### src/design/rvp_pkg.sv
// rv64i pipeline shared types
`default_nettype none

package rvp_pkg;

    parameter int XLEN       = 64;  // integer register width
    parameter int REG_ADDR_W = 5;

    // major opcodes handled by the decoder
    typedef enum logic [6:0] {
        OPC_OP_IMM = 7'b0010011,
        OPC_OP     = 7'b0110011,
        OPC_LUI    = 7'b0110111,
        OPC_LOAD   = 7'b0000011,
        OPC_STORE  = 7'b0100011,
        OPC_BRANCH = 7'b1100011,
        OPC_JAL    = 7'b1101111,
        OPC_JALR   = 7'b1100111,
        OPC_SYSTEM = 7'b1110011
    } opcode_e;

    typedef enum logic [3:0] {
        ALU_ADD    = 4'd0,
        ALU_SUB    = 4'd1,
        ALU_AND    = 4'd2,
        ALU_OR     = 4'd3,
        ALU_XOR    = 4'd4,
        ALU_SLT    = 4'd5,  // signed compare
        ALU_SLL    = 4'd6,
        ALU_SRL    = 4'd7,
        ALU_PASS_B = 4'd8   // lui and link values
    } alu_op_e;

    typedef struct packed {
        logic            valid;
        logic [XLEN-1:0] pc;
        logic [31:0]     inst;
    } if_id_t;

    typedef struct packed {
        logic                  valid;
        logic [XLEN-1:0]       pc;
        alu_op_e               alu_op;
        logic [XLEN-1:0]       src1;        // already forwarded
        logic [XLEN-1:0]       src2;
        logic [XLEN-1:0]       store_data;
        logic [REG_ADDR_W-1:0] rd;
        logic                  reg_wen;
        logic                  is_load;
        logic                  is_store;
        logic                  is_ebreak;
        logic                  is_illegal;
    } id_ex_t;

    typedef struct packed {
        logic                  valid;
        logic [XLEN-1:0]       pc;
        logic [XLEN-1:0]       alu_res;
        logic [XLEN-1:0]       store_data;
        logic [REG_ADDR_W-1:0] rd;
        logic                  reg_wen;
        logic                  is_load;
        logic                  is_store;
        logic                  is_ebreak;
        logic                  is_illegal;
    } ex_mem_t;

    typedef struct packed {
        logic                  valid;
        logic [XLEN-1:0]       pc;
        logic [XLEN-1:0]       result;      // alu result or load data
        logic [REG_ADDR_W-1:0] rd;
        logic                  reg_wen;
        logic                  is_ebreak;
        logic                  is_illegal;
    } mem_wb_t;

    // one retired instruction
    typedef struct packed {
        logic [XLEN-1:0]       pc;
        logic [REG_ADDR_W-1:0] rd;
        logic                  wen;
        logic [XLEN-1:0]       data;
    } commit_t;

endpackage

`default_nettype wire

### src/design/pipe_reg.sv
// typed pipeline register
`timescale 1ns/1ps
`default_nettype none

module pipe_reg #(
    parameter type payload_t = rvp_pkg::if_id_t
) (
    input  wire logic clk_i,
    input  wire logic rst_n_i,
    input  wire logic stall_i,
    input  wire logic flush_i,
    input  wire payload_t d_i,
    output payload_t  q_o
);

    always_ff @(posedge clk_i) begin
        if (!rst_n_i) begin
            q_o.valid <= 1'b0;  // payload bits keep whatever they hold
        end else if (flush_i) begin
            q_o <= '0;          // bubble
        end else if (!stall_i) begin
            q_o <= d_i;
        end
    end

endmodule

`default_nettype wire

### config.mk
export PLATFORM = sky130hd
export DESIGN_NAME = pipe_reg
export DESIGN_NICKNAME = d
export VERILOG_FILES = /design/src/design/rvp_pkg.sv /design/src/design/pipe_reg.sv
export SDC_FILE = /design/constraint.sdc
export NUM_CORES = 1
export LEC_CHECK = 0
export BUFFER_PORTS_ARGS = -buffer_cell sky130_fd_sc_hd__buf_2
export CORE_AREA = 2 2 94 96
export DETAILED_ROUTE_END_ITERATION = 10
export DIE_AREA = 0 0 96 98
export PLACE_DENSITY = 0.9
export SLEW_MARGIN = 5
export SYNTH_ARGS = -nofsm -noshare
export SYNTH_HDL_FRONTEND = slang
export SYNTH_SLANG_ARGS = --single-unit
### constraint.sdc
create_clock -name clk_i -period 7.6 [get_ports clk_i]
set_clock_uncertainty 0.2 [all_clocks]
set_input_delay 0.76 -clock clk_i [delete_from_list [all_inputs] [get_ports clk_i]]
set_output_delay 0.76 -clock clk_i [all_outputs]
set_load 0.01 [all_outputs]
# After elaboration in Yosys (flattened, before gate mapping)
# Cells that the tools add are included.
[classes]
eq_ne = 1
muxes = 1
bitwise = 1
n_reduce_logical = 2
[ops]
columns = ["cell", "count"]
rows = [
  ["two-way mux 96 bit", 1],
  ["!= test 2 x 1 -> 1 bit (second input constant)", 1],
  ["AND reduction 2 bit", 1],
  ["OR reduction 2 bit", 1],
  ["inverter 1 bit", 1],
]
[word_totals]
reg_bits = 97
out_inout_bits = 97

# Longest topological paths before layout
[depth]
word_depth = 2
depth_mapped = 3

# Worst setup path before layout
# Ideal clock, no wire load.
[synth_path]
path_type = "input to register"
start = "input port flush_i"
end = "register q_o[0] (netlist bit), enable pin"
arrival_ns = 5.485
t_required_ns = 6.825
slack_ns = 1.339
stages = 3
cell_sequence = "buf_4 -> inv_1 -> a21boi_1"
[synth_via]
elab_chain_len = 2
[synth_lines]
columns = ["item", "line", "source"]
rows = [
  ["start: declaration", "pipe_reg.sv:11", "input wire logic flush_i,"],
  ["!= test 2 x 1 -> 1 bit (no line)", "n/a", ""],
  ["AND reduction 2 bit (no line)", "n/a", ""],
  ["end signal: assignment", "pipe_reg.sv:22", "q_o <= d_i;"],
  ["end: declaration", "pipe_reg.sv:13", "output payload_t q_o"],
]
# No other way between the ends.
# A chain may end at the register's enable or synchronous reset.

# Worst setup path in the final report
[layout_path]
start = "input port flush_i"
end = "register q_o[39] (netlist bit), enable pin"
# The elaborated chain is that of the path after synthesis.

==> impl_summary.txt <==
----------------------------------------------------
[CTS]
  TritonCTS sink count ... 97
  Clk buf depth ... 2
  Total CTS buffers ... 9
  Hold-fix buffer count after cts ... 0
  Clock latency reported for the late side of the worst-skew pair ... 0.34 ns
  Clock tree from TritonCTS ... done
  H-tree depth ... 3
  Buffers inserted by post-CTS timing repair ... 0
  Clock transition time at the flip-flop clock pins of the worst setup and hold paths ... 0.09 ns
  Resized cells post-CTS ... 0
  Clock Tree Root ... clkbuf_8

[Die]
  Chip height ... 98 um
  Total core area ... 8470 um^2
  Width of the die ... 96 um
  Standard-cell row count ... 34
  Top-level I/O count ... 198
  Floorplan die area ... 9410 um^2
  Starting utilization of the core area ... 42.4%

[Timing]
  Worst slew margin relative to its limit ... 56.2%
  Max Slew Vio Count ... 0
  Total of endpoints with negative setup slack in the final report ... 0
  Actual transition at the worst max-transition pin ... 0.657 ns
  Final TNS setup ... 0 ns
  Final-report hold violation count ... 0
  Setup repair after global routing missed its margin ... no
  Clock period minus worst slack ... 2.39 ns
  Max Freq ... 0.418 GHz
  Final Cycle Share ... 31.5%
  Final hold slack ... 0.429 ns

[Critical path]
  Worst reg2reg setup slack ... 6.57 ns
  Reg-to-reg startpoint ... q_o[96]
  Worst path cell trace ... buf_4 -> inv_1 -> a21boi_4 -> buf_4
  Kind of end point of the critical path ... flip-flop
  Data arrival time of the worst path ... 2.17 ns
  Crit-path max FO ... 58
  Slowest-stage cell, CP ... buf_4
  Number of cell instances on the worst register-to-register path ... 2
  Sort of element at the start of the critical path ... input pin
  Top cell by count, worst path ... buf_4
  WS Path Type ... in2reg
  Crit Reg-Reg Endpoint ... q_o[96]
  Delay of the slowest critical-path stage ... 0.54 ns
  Data required, critical path ... 7.38 ns

[Power and ir drop]
  Worst vdd ir ... 0.135 mV
  Relative contribution of combinational cells to total power ... 12.0%
  Power share of the sequential group ... 58.7%
  Power density relative to cell area ... 227 nW/um^2
  Switching part of the total power ... 23.0%
  Internal Dissipation ... 852 uW
  Portion of total power attributed to the clock network ... 29.3%
  Net switching power ... 254 uW
  Static Leak ... 1.99 nW

[Yosys]
  Number of enable flip-flop cells after synthesis ... 96
  Count of synthesis-stage warnings from yosys ... 0
  Primary FF master, synth ... edfxtp_1
  Post-synth top area share ... 80.3%
  Count of state elements after synthesis ... 97
  Post-synthesis cell type count ... 9
  Number of nets produced by synthesis ... 308
  Most frequent cells after synthesis ... edfxtp_1 (96), nor2b_1 (96), buf_2 (6)
  Number of instances in the synthesized netlist ... 207
  Share of flip-flops with an asynchronous set or reset after synthesis ... 0%
  Cell area after synthesis ... 3590 um^2
  Sequential area share after synthesis ... 80.8%
  Dominant cells by area after synthesis ... edfxtp_1 (80%), nor2b_1 (17%), buf_2 (0.84%), buf_4 (0.84%), dfxtp_1 (0.56%)
  Cell taking the most area after synthesis ... edfxtp_1
  Mean area per synthesized cell ... 17.4 um^2

[Global routing]
  Met2 layer usage reported by global route ... 26.4%
  Largest net degree at the start of global routing ... 59
  Met1 usage ... 18.3%
  Total congestion overflow after global routing ... 0
  Wire length of the first global-routing pass ... 11,200 um
  Number of global-route vias before repair ... 2,326
  Most used routing layer ... met2
  Global-route track usage on met3 ... 5.40%
  Antenna violations before repair ... 0
  Global Route Usage Sum ... 15.8%

[Placement]
  Post-DP HPWL ... 5570 um
  Port buffer count ... 197
  Final estimated routing congestion in global placement ... 0.689

[Job]
  Number of maximum-capacitance violations ... 0

[Layout]
  Proportion of layout cells with a drive suffix above 1 ... 52.3%
  Flip-flop count of the largest register, all copies and words added ... 97
  Most flop-heavy register ... q_o
  Count of antenna diodes in the layout ... 0
  Util after Layout ... 57.7%
  Largest registers ranked by flip-flop count ... q_o (97)
  Total Nets Final ... 509
  Synthesis-to-finish area growth ... 35.9%

[Outcome]
  Outcome ... finished, final reports clean

[Drt]
  Total number of vias ... 2,332
  Residual antenna-violating net count after detailed routing ... 0
  Number of design rule violations left after detail routing ... 0
  Routed length per placed instance ... 14.2 um
  Post-DR vias/cell ... 4.48
  Iteration-0 DRC count of the detailed router ... 30
  TritonRoute pass-1 iters ... 4
  Total wire length after detailed routing ... 7380 um

[Min path]
  Hold Path Origin ... q_o[96]
  Endpoint, Worst Hold ... q_o[96]
  Type of the tightest min-delay check ... reg2reg
  Worst hold path stage count ... 2

----------------------------------------------------
placed cells by master, fill, tap and decap left out, types with 2 or more instances in the layout:
master,instances
buf_2,196
nor2b_1,96
edfxtp_1,96
clkbuf_8,9
buf_4,4
clkinv_1,2
inv_6,2
through the flow:
step / setup WS, ns / area [um^2] / total power, mW / instances
floorplan: 1.34 / 3590 / 0.727 / 207
global placement: 4.92 / 4690 / 0.792 / 505
detailed placement: 4.83 / 4690 / 0.797 / 505
CTS: 5.21 / 4880 / 1.12 / 521
global route: 5.09 / 4880 / 1.15 / 521
finish: 5.21 / 4880 / 1.11 / 521
cell families (layout without fill, tap and decap cells):
group                  after synthesis  in the layout  synth area share, %
AOI/OAI and AO/OA                    1              1                0.209
buffers and inverters               11            217                 1.78
DFF                                 97             97                 80.8
muxes                                1              1                0.313
and+or+nand+nor                     97             97                 16.9
critical path, delay by kind of cell:
kind | cells | cell delay (ns)
AO/OA/AOI/OAI | 1 | 0.19
buffers and inverters | 3 | 1.16
routing by layer:
layer	vias up	wire, um
met5	-	0
met4	0	182
met3	15	641
met2	113	3810
met1	1089	2750
li1	1115	-
area by class of cell:
class | instances | area (um^2)
clock inverter | 7 | 68.8
multi-input combinational | 99 | 637
timing repair buffer | 200 | 1010
tap | 108 | 135
inverter | 1 | 3.75
sequential | 97 | 2900
clock buffer | 9 | 124
fill | 714 | 3580
how the worst max path moves through the flow:
stage          depth (start not counted)  slack [ns]     from      end
6_report                               4        5.21  flush_i  q_o[39]
5_1_grt                                4        5.09  flush_i  q_o[30]
4_1_cts                                4        5.21  flush_i  q_o[30]
3_5_place_dp                           4        4.83  flush_i  q_o[30]
3_3_place_gp                           4        4.92  flush_i  q_o[35]
2_1_floorplan                          3        1.34  flush_i   q_o[0]
power groups by stage:
| stage | Combinational [mW] | Sequential [mW] | Clock (mW) |
|---|---|---|---|
| floorplan | 0.0340 | 0.693 | 0 |
| global placement | 0.131 | 0.661 | 0 |
| detailed placement | 0.135 | 0.662 | 0 |
| CTS | 0.135 | 0.650 | 0.332 |
| global route | 0.146 | 0.655 | 0.353 |
| finish | 0.133 | 0.649 | 0.324 |
No activity file was read; power rests on OpenSTA's default activity.
