File: src/design/rvp_pkg.sv
// rv64i pipeline shared types
`default_nettype none

package rvp_pkg;

    parameter int XLEN       = 64;  // integer register width
    parameter int REG_ADDR_W = 5;

    // major opcodes handled by the decoder
    typedef enum logic [6:0] {
        OPC_OP_IMM = 7'b0010011,
        OPC_OP     = 7'b0110011,
        OPC_LUI    = 7'b0110111,
        OPC_LOAD   = 7'b0000011,
        OPC_STORE  = 7'b0100011,
        OPC_BRANCH = 7'b1100011,
        OPC_JAL    = 7'b1101111,
        OPC_JALR   = 7'b1100111,
        OPC_SYSTEM = 7'b1110011
    } opcode_e;

    typedef enum logic [3:0] {
        ALU_ADD    = 4'd0,
        ALU_SUB    = 4'd1,
        ALU_AND    = 4'd2,
        ALU_OR     = 4'd3,
        ALU_XOR    = 4'd4,
        ALU_SLT    = 4'd5,  // signed compare
        ALU_SLL    = 4'd6,
        ALU_SRL    = 4'd7,
        ALU_PASS_B = 4'd8   // lui and link values
    } alu_op_e;

    typedef struct packed {
        logic            valid;
        logic [XLEN-1:0] pc;
        logic [31:0]     inst;
    } if_id_t;

    typedef struct packed {
        logic                  valid;
        logic [XLEN-1:0]       pc;
        alu_op_e               alu_op;
        logic [XLEN-1:0]       src1;        // already forwarded
        logic [XLEN-1:0]       src2;
        logic [XLEN-1:0]       store_data;
        logic [REG_ADDR_W-1:0] rd;
        logic                  reg_wen;
        logic                  is_load;
        logic                  is_store;
        logic                  is_ebreak;
        logic                  is_illegal;
    } id_ex_t;

    typedef struct packed {
        logic                  valid;
        logic [XLEN-1:0]       pc;
        logic [XLEN-1:0]       alu_res;
        logic [XLEN-1:0]       store_data;
        logic [REG_ADDR_W-1:0] rd;
        logic                  reg_wen;
        logic                  is_load;
        logic                  is_store;
        logic                  is_ebreak;
        logic                  is_illegal;
    } ex_mem_t;

    typedef struct packed {
        logic                  valid;
        logic [XLEN-1:0]       pc;
        logic [XLEN-1:0]       result;      // alu result or load data
        logic [REG_ADDR_W-1:0] rd;
        logic                  reg_wen;
        logic                  is_ebreak;
        logic                  is_illegal;
    } mem_wb_t;

    // one retired instruction
    typedef struct packed {
        logic [XLEN-1:0]       pc;
        logic [REG_ADDR_W-1:0] rd;
        logic                  wen;
        logic [XLEN-1:0]       data;
    } commit_t;

endpackage

`default_nettype wire

File: src/design/wb_stage.sv
// writeback and register file
`timescale 1ns/1ps
`default_nettype none

module wb_stage (
    input  wire logic                          clk_i,
    input  wire logic                          rst_n_i,
    input  wire rvp_pkg::mem_wb_t              wb_i,
    input  wire logic [rvp_pkg::REG_ADDR_W-1:0] rs1_addr_i,
    input  wire logic [rvp_pkg::REG_ADDR_W-1:0] rs2_addr_i,
    output logic [rvp_pkg::XLEN-1:0]           rs1_data_o,
    output logic [rvp_pkg::XLEN-1:0]           rs2_data_o,
    output logic                               commit_valid_o,
    output rvp_pkg::commit_t                   commit_o,
    output logic                               halted_o,
    output logic                               illegal_o
);
    import rvp_pkg::*;

    logic [XLEN-1:0] rf [1:31];  // x0 not stored
    logic            wr_en;

    assign wr_en = wb_i.valid && wb_i.reg_wen && wb_i.rd != '0;

    always_ff @(posedge clk_i) begin
        if (wr_en) begin
            rf[wb_i.rd] <= wb_i.result;
        end
    end

    // write-first read
    function automatic logic [XLEN-1:0] rf_read(input logic [REG_ADDR_W-1:0] addr);
        if (addr == '0)
            return '0;
        if (wr_en && wb_i.rd == addr)
            return wb_i.result;
        return rf[addr];
    endfunction

    always_comb begin
        rs1_data_o = rf_read(rs1_addr_i);
        rs2_data_o = rf_read(rs2_addr_i);
    end

    assign commit_valid_o = wb_i.valid;
    assign commit_o       = '{pc: wb_i.pc, rd: wb_i.rd, wen: wr_en, data: wb_i.result};

    always_ff @(posedge clk_i) begin
        if (!rst_n_i) begin
            halted_o  <= 1'b0;
            illegal_o <= 1'b0;
        end else if (wb_i.valid && (wb_i.is_ebreak || wb_i.is_illegal)) begin
            halted_o  <= 1'b1;
            illegal_o <= wb_i.is_illegal;
        end
    end

endmodule

`default_nettype wire

File: config.mk
export PLATFORM = sky130hd
export DESIGN_NAME = wb_stage
export DESIGN_NICKNAME = d
export VERILOG_FILES = /design/src/design/rvp_pkg.sv /design/src/design/wb_stage.sv
export SDC_FILE = /design/constraint.sdc
export NUM_CORES = 2
export LEC_CHECK = 0
export BUFFER_PORTS_ARGS = -buffer_cell sky130_fd_sc_hd__buf_2
export CAP_MARGIN = 20
export CORE_MARGIN = 8
export CORE_UTILIZATION = 33
export CTS_BUF_LIST = sky130_fd_sc_hd__clkbuf_2
export CTS_CLUSTER_DIAMETER = 200
export DETAILED_ROUTE_END_ITERATION = 7
export PLACE_DENSITY = 0.51
export SETUP_SLACK_MARGIN = 0.5
export SLEW_MARGIN = 5
export SYNTH_ARGS = -nofsm -noshare
export SYNTH_HDL_FRONTEND = slang
export SYNTH_SLANG_ARGS = --single-unit
File: constraint.sdc
create_clock -name clk_i -period 5.4 [get_ports clk_i]
set_input_delay 1.08 -clock clk_i [delete_from_list [all_inputs] [get_ports clk_i]]
set_output_delay 1.08 -clock clk_i [all_outputs]
set_load 0.02 [all_outputs]
# After elaboration in Yosys (flattened, before gate mapping)
# Memories as Yosys holds them, arrays and structs flattened.
# Index checks and enable logic that the tools add are counted.
[word_totals]
reg_bits = 2
output_inout_bits = 265
ram_bits = 1984
word_cells = 30
n_memories = 1
rom_bits = 0
latchBits = 0
[memory_table]
columns = ["memory", "words", "width", "rd", "rd_clocked_by_memory_dff", "write_ports", "line", "rtl"]
rows = [
  ["rf", 31, 64, 2, 0, 1, "wb_stage.sv:20", "logic [XLEN-1:0] rf [1:31];"],
]
[classes]
shifts = 0
n_addsub = 0
reduce_logical = 9
magnitude_cmp = 0
div = 0
mul = 0
bitwise = 0
eq_ne = 2
muxes = 16
[op_table]
columns = ["cell", "count"]
rows = [
  ["$mux 64", 8],
  ["$eq 5x5->1", 2],
  ["$logic_not 5->1", 2],
  ["$mux 1", 8],
  ["$logic_and 1x1->1", 5],
  ["$reduce_bool 5->1", 1],
  ["$logic_or 1x1->1", 1],
]

# Logic depth before layout (Yosys ltp)
[depth]
depth_word = 7
ltp_mapped = 9
mapped_depth_nobuf = 5

# Least setup slack after synthesis
# OpenSTA, ideal clock, no wires.
[synth_timing]
kind = "input to register"
start = "in wb_i[6] (netlist name)"
end = "mem rf[17][0], enable pin"
path_stages = 3
t_arrival_ns = 4.422
setup_time_ns = 0.487
t_required_ns = 4.913
setup_slack_ns = 0.491
path_cell_list = "buf_4 > or3b_2 > nor2_1"
[synth_via]
elab_chain_len = 4
[synth_lines]
columns = ["item", "line", "rtl"]
rows = [
  ["start: declaration", "wb_stage.sv:8", "input wire rvp_pkg::mem_wb_t wb_i,"],
  ["$reduce_bool 5->1", "wb_stage.sv:23", "assign wr_en = wb_i.valid && wb_i.reg_wen && wb_i.rd != '0;"],
  ["$logic_and 1x1->1", "wb_stage.sv:23", ""],
  ["$mux 1", "wb_stage.sv:26", "if (wr_en) begin"],
  ["$mux 1 (not written as such)", "wb_stage.sv:27", "rf[wb_i.rd] <= wb_i.result;"],
  ["end: declaration", "wb_stage.sv:20", ""],
]
# Several ways; a longest one is shown, not always the timed one.

==> impl_metrics.csv <==
group,metric,value,unit
run_status,status,"finished, final reports clean",
global_routing,track_usage,0.2207,
synth,yosys.area.top_type,"edfxtp_1",
clock_network,root_buffer,"clkbuf_2",
die,initial_core_util,0.3319,
sta,rsz0062_at_grt,"true",
sta,tns,0,ps
die,io_pins,414,
placement,dp.cells,9205,
synth,yosysMostFrequentCell,"edfxtp_1",
hold_path,hp-class,"primary input to flip-flop",
placement,numPortBuffers,285,
power_and_ir_drop,p_sw_frac,0.2797,
critical_path,cp.buffers_inverters,2,
critical_path,critPathCaptureType,"primary output",
cells_and_area,fin_nets,6192,
hold_path,whs_path_depth,4,
sta,timing.final.crit_share,0.9144,
cells_and_area,drive_above_1_share,0.4104,
power_and_ir_drop,combPwrFrac,0.121,
power_and_ir_drop,finalPower,0.03171,W
critical_path,r2r_slack,4230,ps
clock_network,cts_tree,"yes",
critical_path,path_common_cell,"buf_6",
sta,setup_viol,0,
clock_network,clock-sinks,1986,
critical_path,endpoint,"rs2_data_o[10]",
power_and_ir_drop,p_per_area,289.3,nW/µm²
synth,yosys_warnings,0,
sta,slew_headroom,0.2471,
clock_network,clkTransAtPathRegs,90,ps
placement,gp_congestion,0.7825,
clock_network,cts_buffers,544,
sta,finalCriticalPeriod,4938,ps
critical_path,startpoint,"rf[11][10]",
cells_and_area,final_cell_count_no_fill,10200,
sta,fmax,202.5,MHz
synth,synth_edf_count,1984,
detailed_routing,antenna_left,0,
power_and_ir_drop,power_frac_clock,0.341,
global_routing,grt_pass1_wl,484.4,mm
critical_path,r2r-start,"illegal_o",
global_routing,grt_pass1_vias,62010,
detailed_routing,drc,0,
power_and_ir_drop,vdd.ir_drop.worst,172.3,µV
global_routing,grt_start_max_net_pins,105,
detailed_routing,wl,352.4,mm
synth,synth_seq_area_share,0.6229,
die,row_count,197,
synth,synth-seq-cells,1986,
placement,hpwlAfterDp,204.6,mm
synth,synth.cell_area,95710,µm²
critical_path,cp_top_family,"compound AO/OA/AOI/OAI gates",
critical_path,path_class,"flip-flop to primary output",
die,dieArea,307500,µm²
critical_path,arrival,3860,ps
synth,syn_inst,5352,
clock_network,clock_path_buffers,4,
synth,synth_common_cells,"edfxtp_1, mux4_2, mux2i_1",
synth,syn-num-nets,5501,
critical_path,cp.required,4320,ps
critical_path,cp_slowest_cell,"mux4_2",
synth,avgSynthCellArea,17.88,µm²
critical_path,r2r-end,"illegal_o",
detailed_routing,via_per_inst,5.925,
detailed_routing,drtIter0Drc,6962,
critical_path,path_depth,7,
power_and_ir_drop,pwr-share-seq,0.539,
power_and_ir_drop,leakage,36.38,nW
sta,finalWorstSetupSlack,462.0,ps
global_routing,antenna_found_initial,19,
global_routing,overflow,0,
detailed_routing,vias,60440,
critical_path,path_cells,"mux4_2 > or2_4 > a22o_1 > a211oi_4 > a21oi_2 > buf_6 > buf_6",
synth,synth_cell_types,61,
synth,synthArstFlopShare,0,
synth,yosysTopAreaCellShare,0.6225,
cells_and_area,n_fill_cell,26940,
clock_network,htreeDepth,6,
critical_path,crit_path_start_kind,"flip-flop",
sta,final_hold_viol_count,0,
synth,synthTopCellsByArea,"edfxtp_1, mux4_2, mux2i_1",
placement,dp_worst_setup_slack,274.2,ps
detailed_routing,first_pass_iters,6,
clock_network,clock_latency,1680,ps
die,die_height,554.5,µm
sta,drv_slew,0,
power_and_ir_drop,internal_power,0.02284,W
power_and_ir_drop,power.switching,0.008867,W
synth,synth_ff_type,"edfxtp_1",
detailed_routing,wl_per_cell,34.55,µm
cells_and_area,area_growth,14.49,%
die,die_w,554.5,µm
critical_path,max_stage_delay,480,ps
critical_path,cp_max_fo,2,
job,max_cap_violations,0,
die,core,288400,µm²
critical_path,worst_r2r_path_depth,3,
sta,finalClockSkew,0,ps
sta,worst_pin_slew,1127,ps
-- registers in the layout, indices dropped and copies added (netlist names) --
signal / cells
rf: 1984
illegal_o: 1
halted_o: 1
-- power groups by stage --
stage | clock network [W] | logic, W | registers [W]
CTS | 0.0111 | 0.00384 | 0.0171
finish | 0.0108 | 0.00383 | 0.0171
detailed placement | 0 | 0.00364 | 0.0174
global placement | 0 | 0.00363 | 0.0174
global route | 0.0119 | 0.00401 | 0.0171
floorplan | 0 | 0.00213 | 0.0174
-- worst min path at each step --
stage / start / to / slack, ps
6_report: wb_i[2] / rf[23][15] / 210
4_1_cts: wb_i[1] / halted_o / 1
2_1_floorplan: halted_o / halted_o / 590
3_5_place_dp: halted_o / halted_o / 460
5_1_grt: wb_i[2] / rf[23][8] / 80
3_3_place_gp: halted_o / halted_o / 440
-- cells in the final DEF, fill, tap and decap left out, types with 14 or more instances in the layout --
cell / count
a22o_1: 99
buf_2: 233
o21ai_1: 72
a221oi_1: 95
buf_6: 45
o21ai_0: 46
clkbuf_2: 770
o22ai_1: 99
buf_4: 261
nor2_4: 56
mux2_2: 153
clkinv_1: 91
a211o_1: 27
o221ai_1: 26
diode_2: 14
mux2i_1: 434
a22oi_1: 28
nor2_1: 232
buf_12: 119
nor2b_1: 28
o31a_1: 27
a211oi_2: 79
mux4_2: 653
nor4_2: 53
a211oi_1: 98
edfxtp_1: 1984
nor3_1: 30
o211ai_1: 37
or2_1: 24
mux4_4: 48
dlygate4sd3_1: 71
a21oi_1: 67
o22a_1: 78
inv_1: 15
nand2_1: 27
mux4_1: 16
-- per-stage QoR --
stage,instance area (µm²),util,hold WS (ps)
floorplan,95710,-,592.9
global placement,103000,0.3573,444.2
detailed placement,103100,0.3573,461.8
CTS,109400,0.3793,1.177
global route,109600,0.3799,84.37
finish,109600,0.3800,208.3
-- kinds of logic after synthesis --
logic type | count (synthesis) | share of synthesized area
flops | 1986 | 0.6229
buf+inv | 604 | 0.03749
compound gates | 945 | 0.07611
xor+xnor | 10 | 0.0009151
mux | 1304 | 0.2343
simple gates | 503 | 0.02829
-- worst min-delay path, stage by stage --
cell and delay, ps:
buf_2 140, nand4_1 70, buf_4 250, nor2_4 180
-- area by class of cell --
type                            instances  area (µm²)  share of cell area
Inverter                               16       60.06           0.0005481
Tap cell                             3781        4731             0.04317
Antenna cell                           14       35.03           0.0003197
Clock buffer                          770        3854             0.03517
Clock inverter                        139       885.9            0.008084
Multi-Input combinational cell       2762       33610              0.3067
Timing Repair Buffer                  733        6785             0.06192
Sequential cell                      1986       59620              0.5441
-- what timing repair did --
action,4_1_cts,5_1_grt
buffers inserted,1,1
gates resized for setup,218,30
hold endpoints to repair,1972,0
cloned,0,0
pin swaps,64,14
endpoints found under the setup margin,67,38
hold buffers,71,0
-- metal layers --
layer	up-vias	part of all wire	global-route usage
met5	-	0.00017	0
met2	3181	0.47	0.3594
met3	674	0.083	0.04217
met4	8	0.031	0.07089
li1	24220	-	-
met1	32350	0.41	0.2989
(Power assumes the default switching activity.)
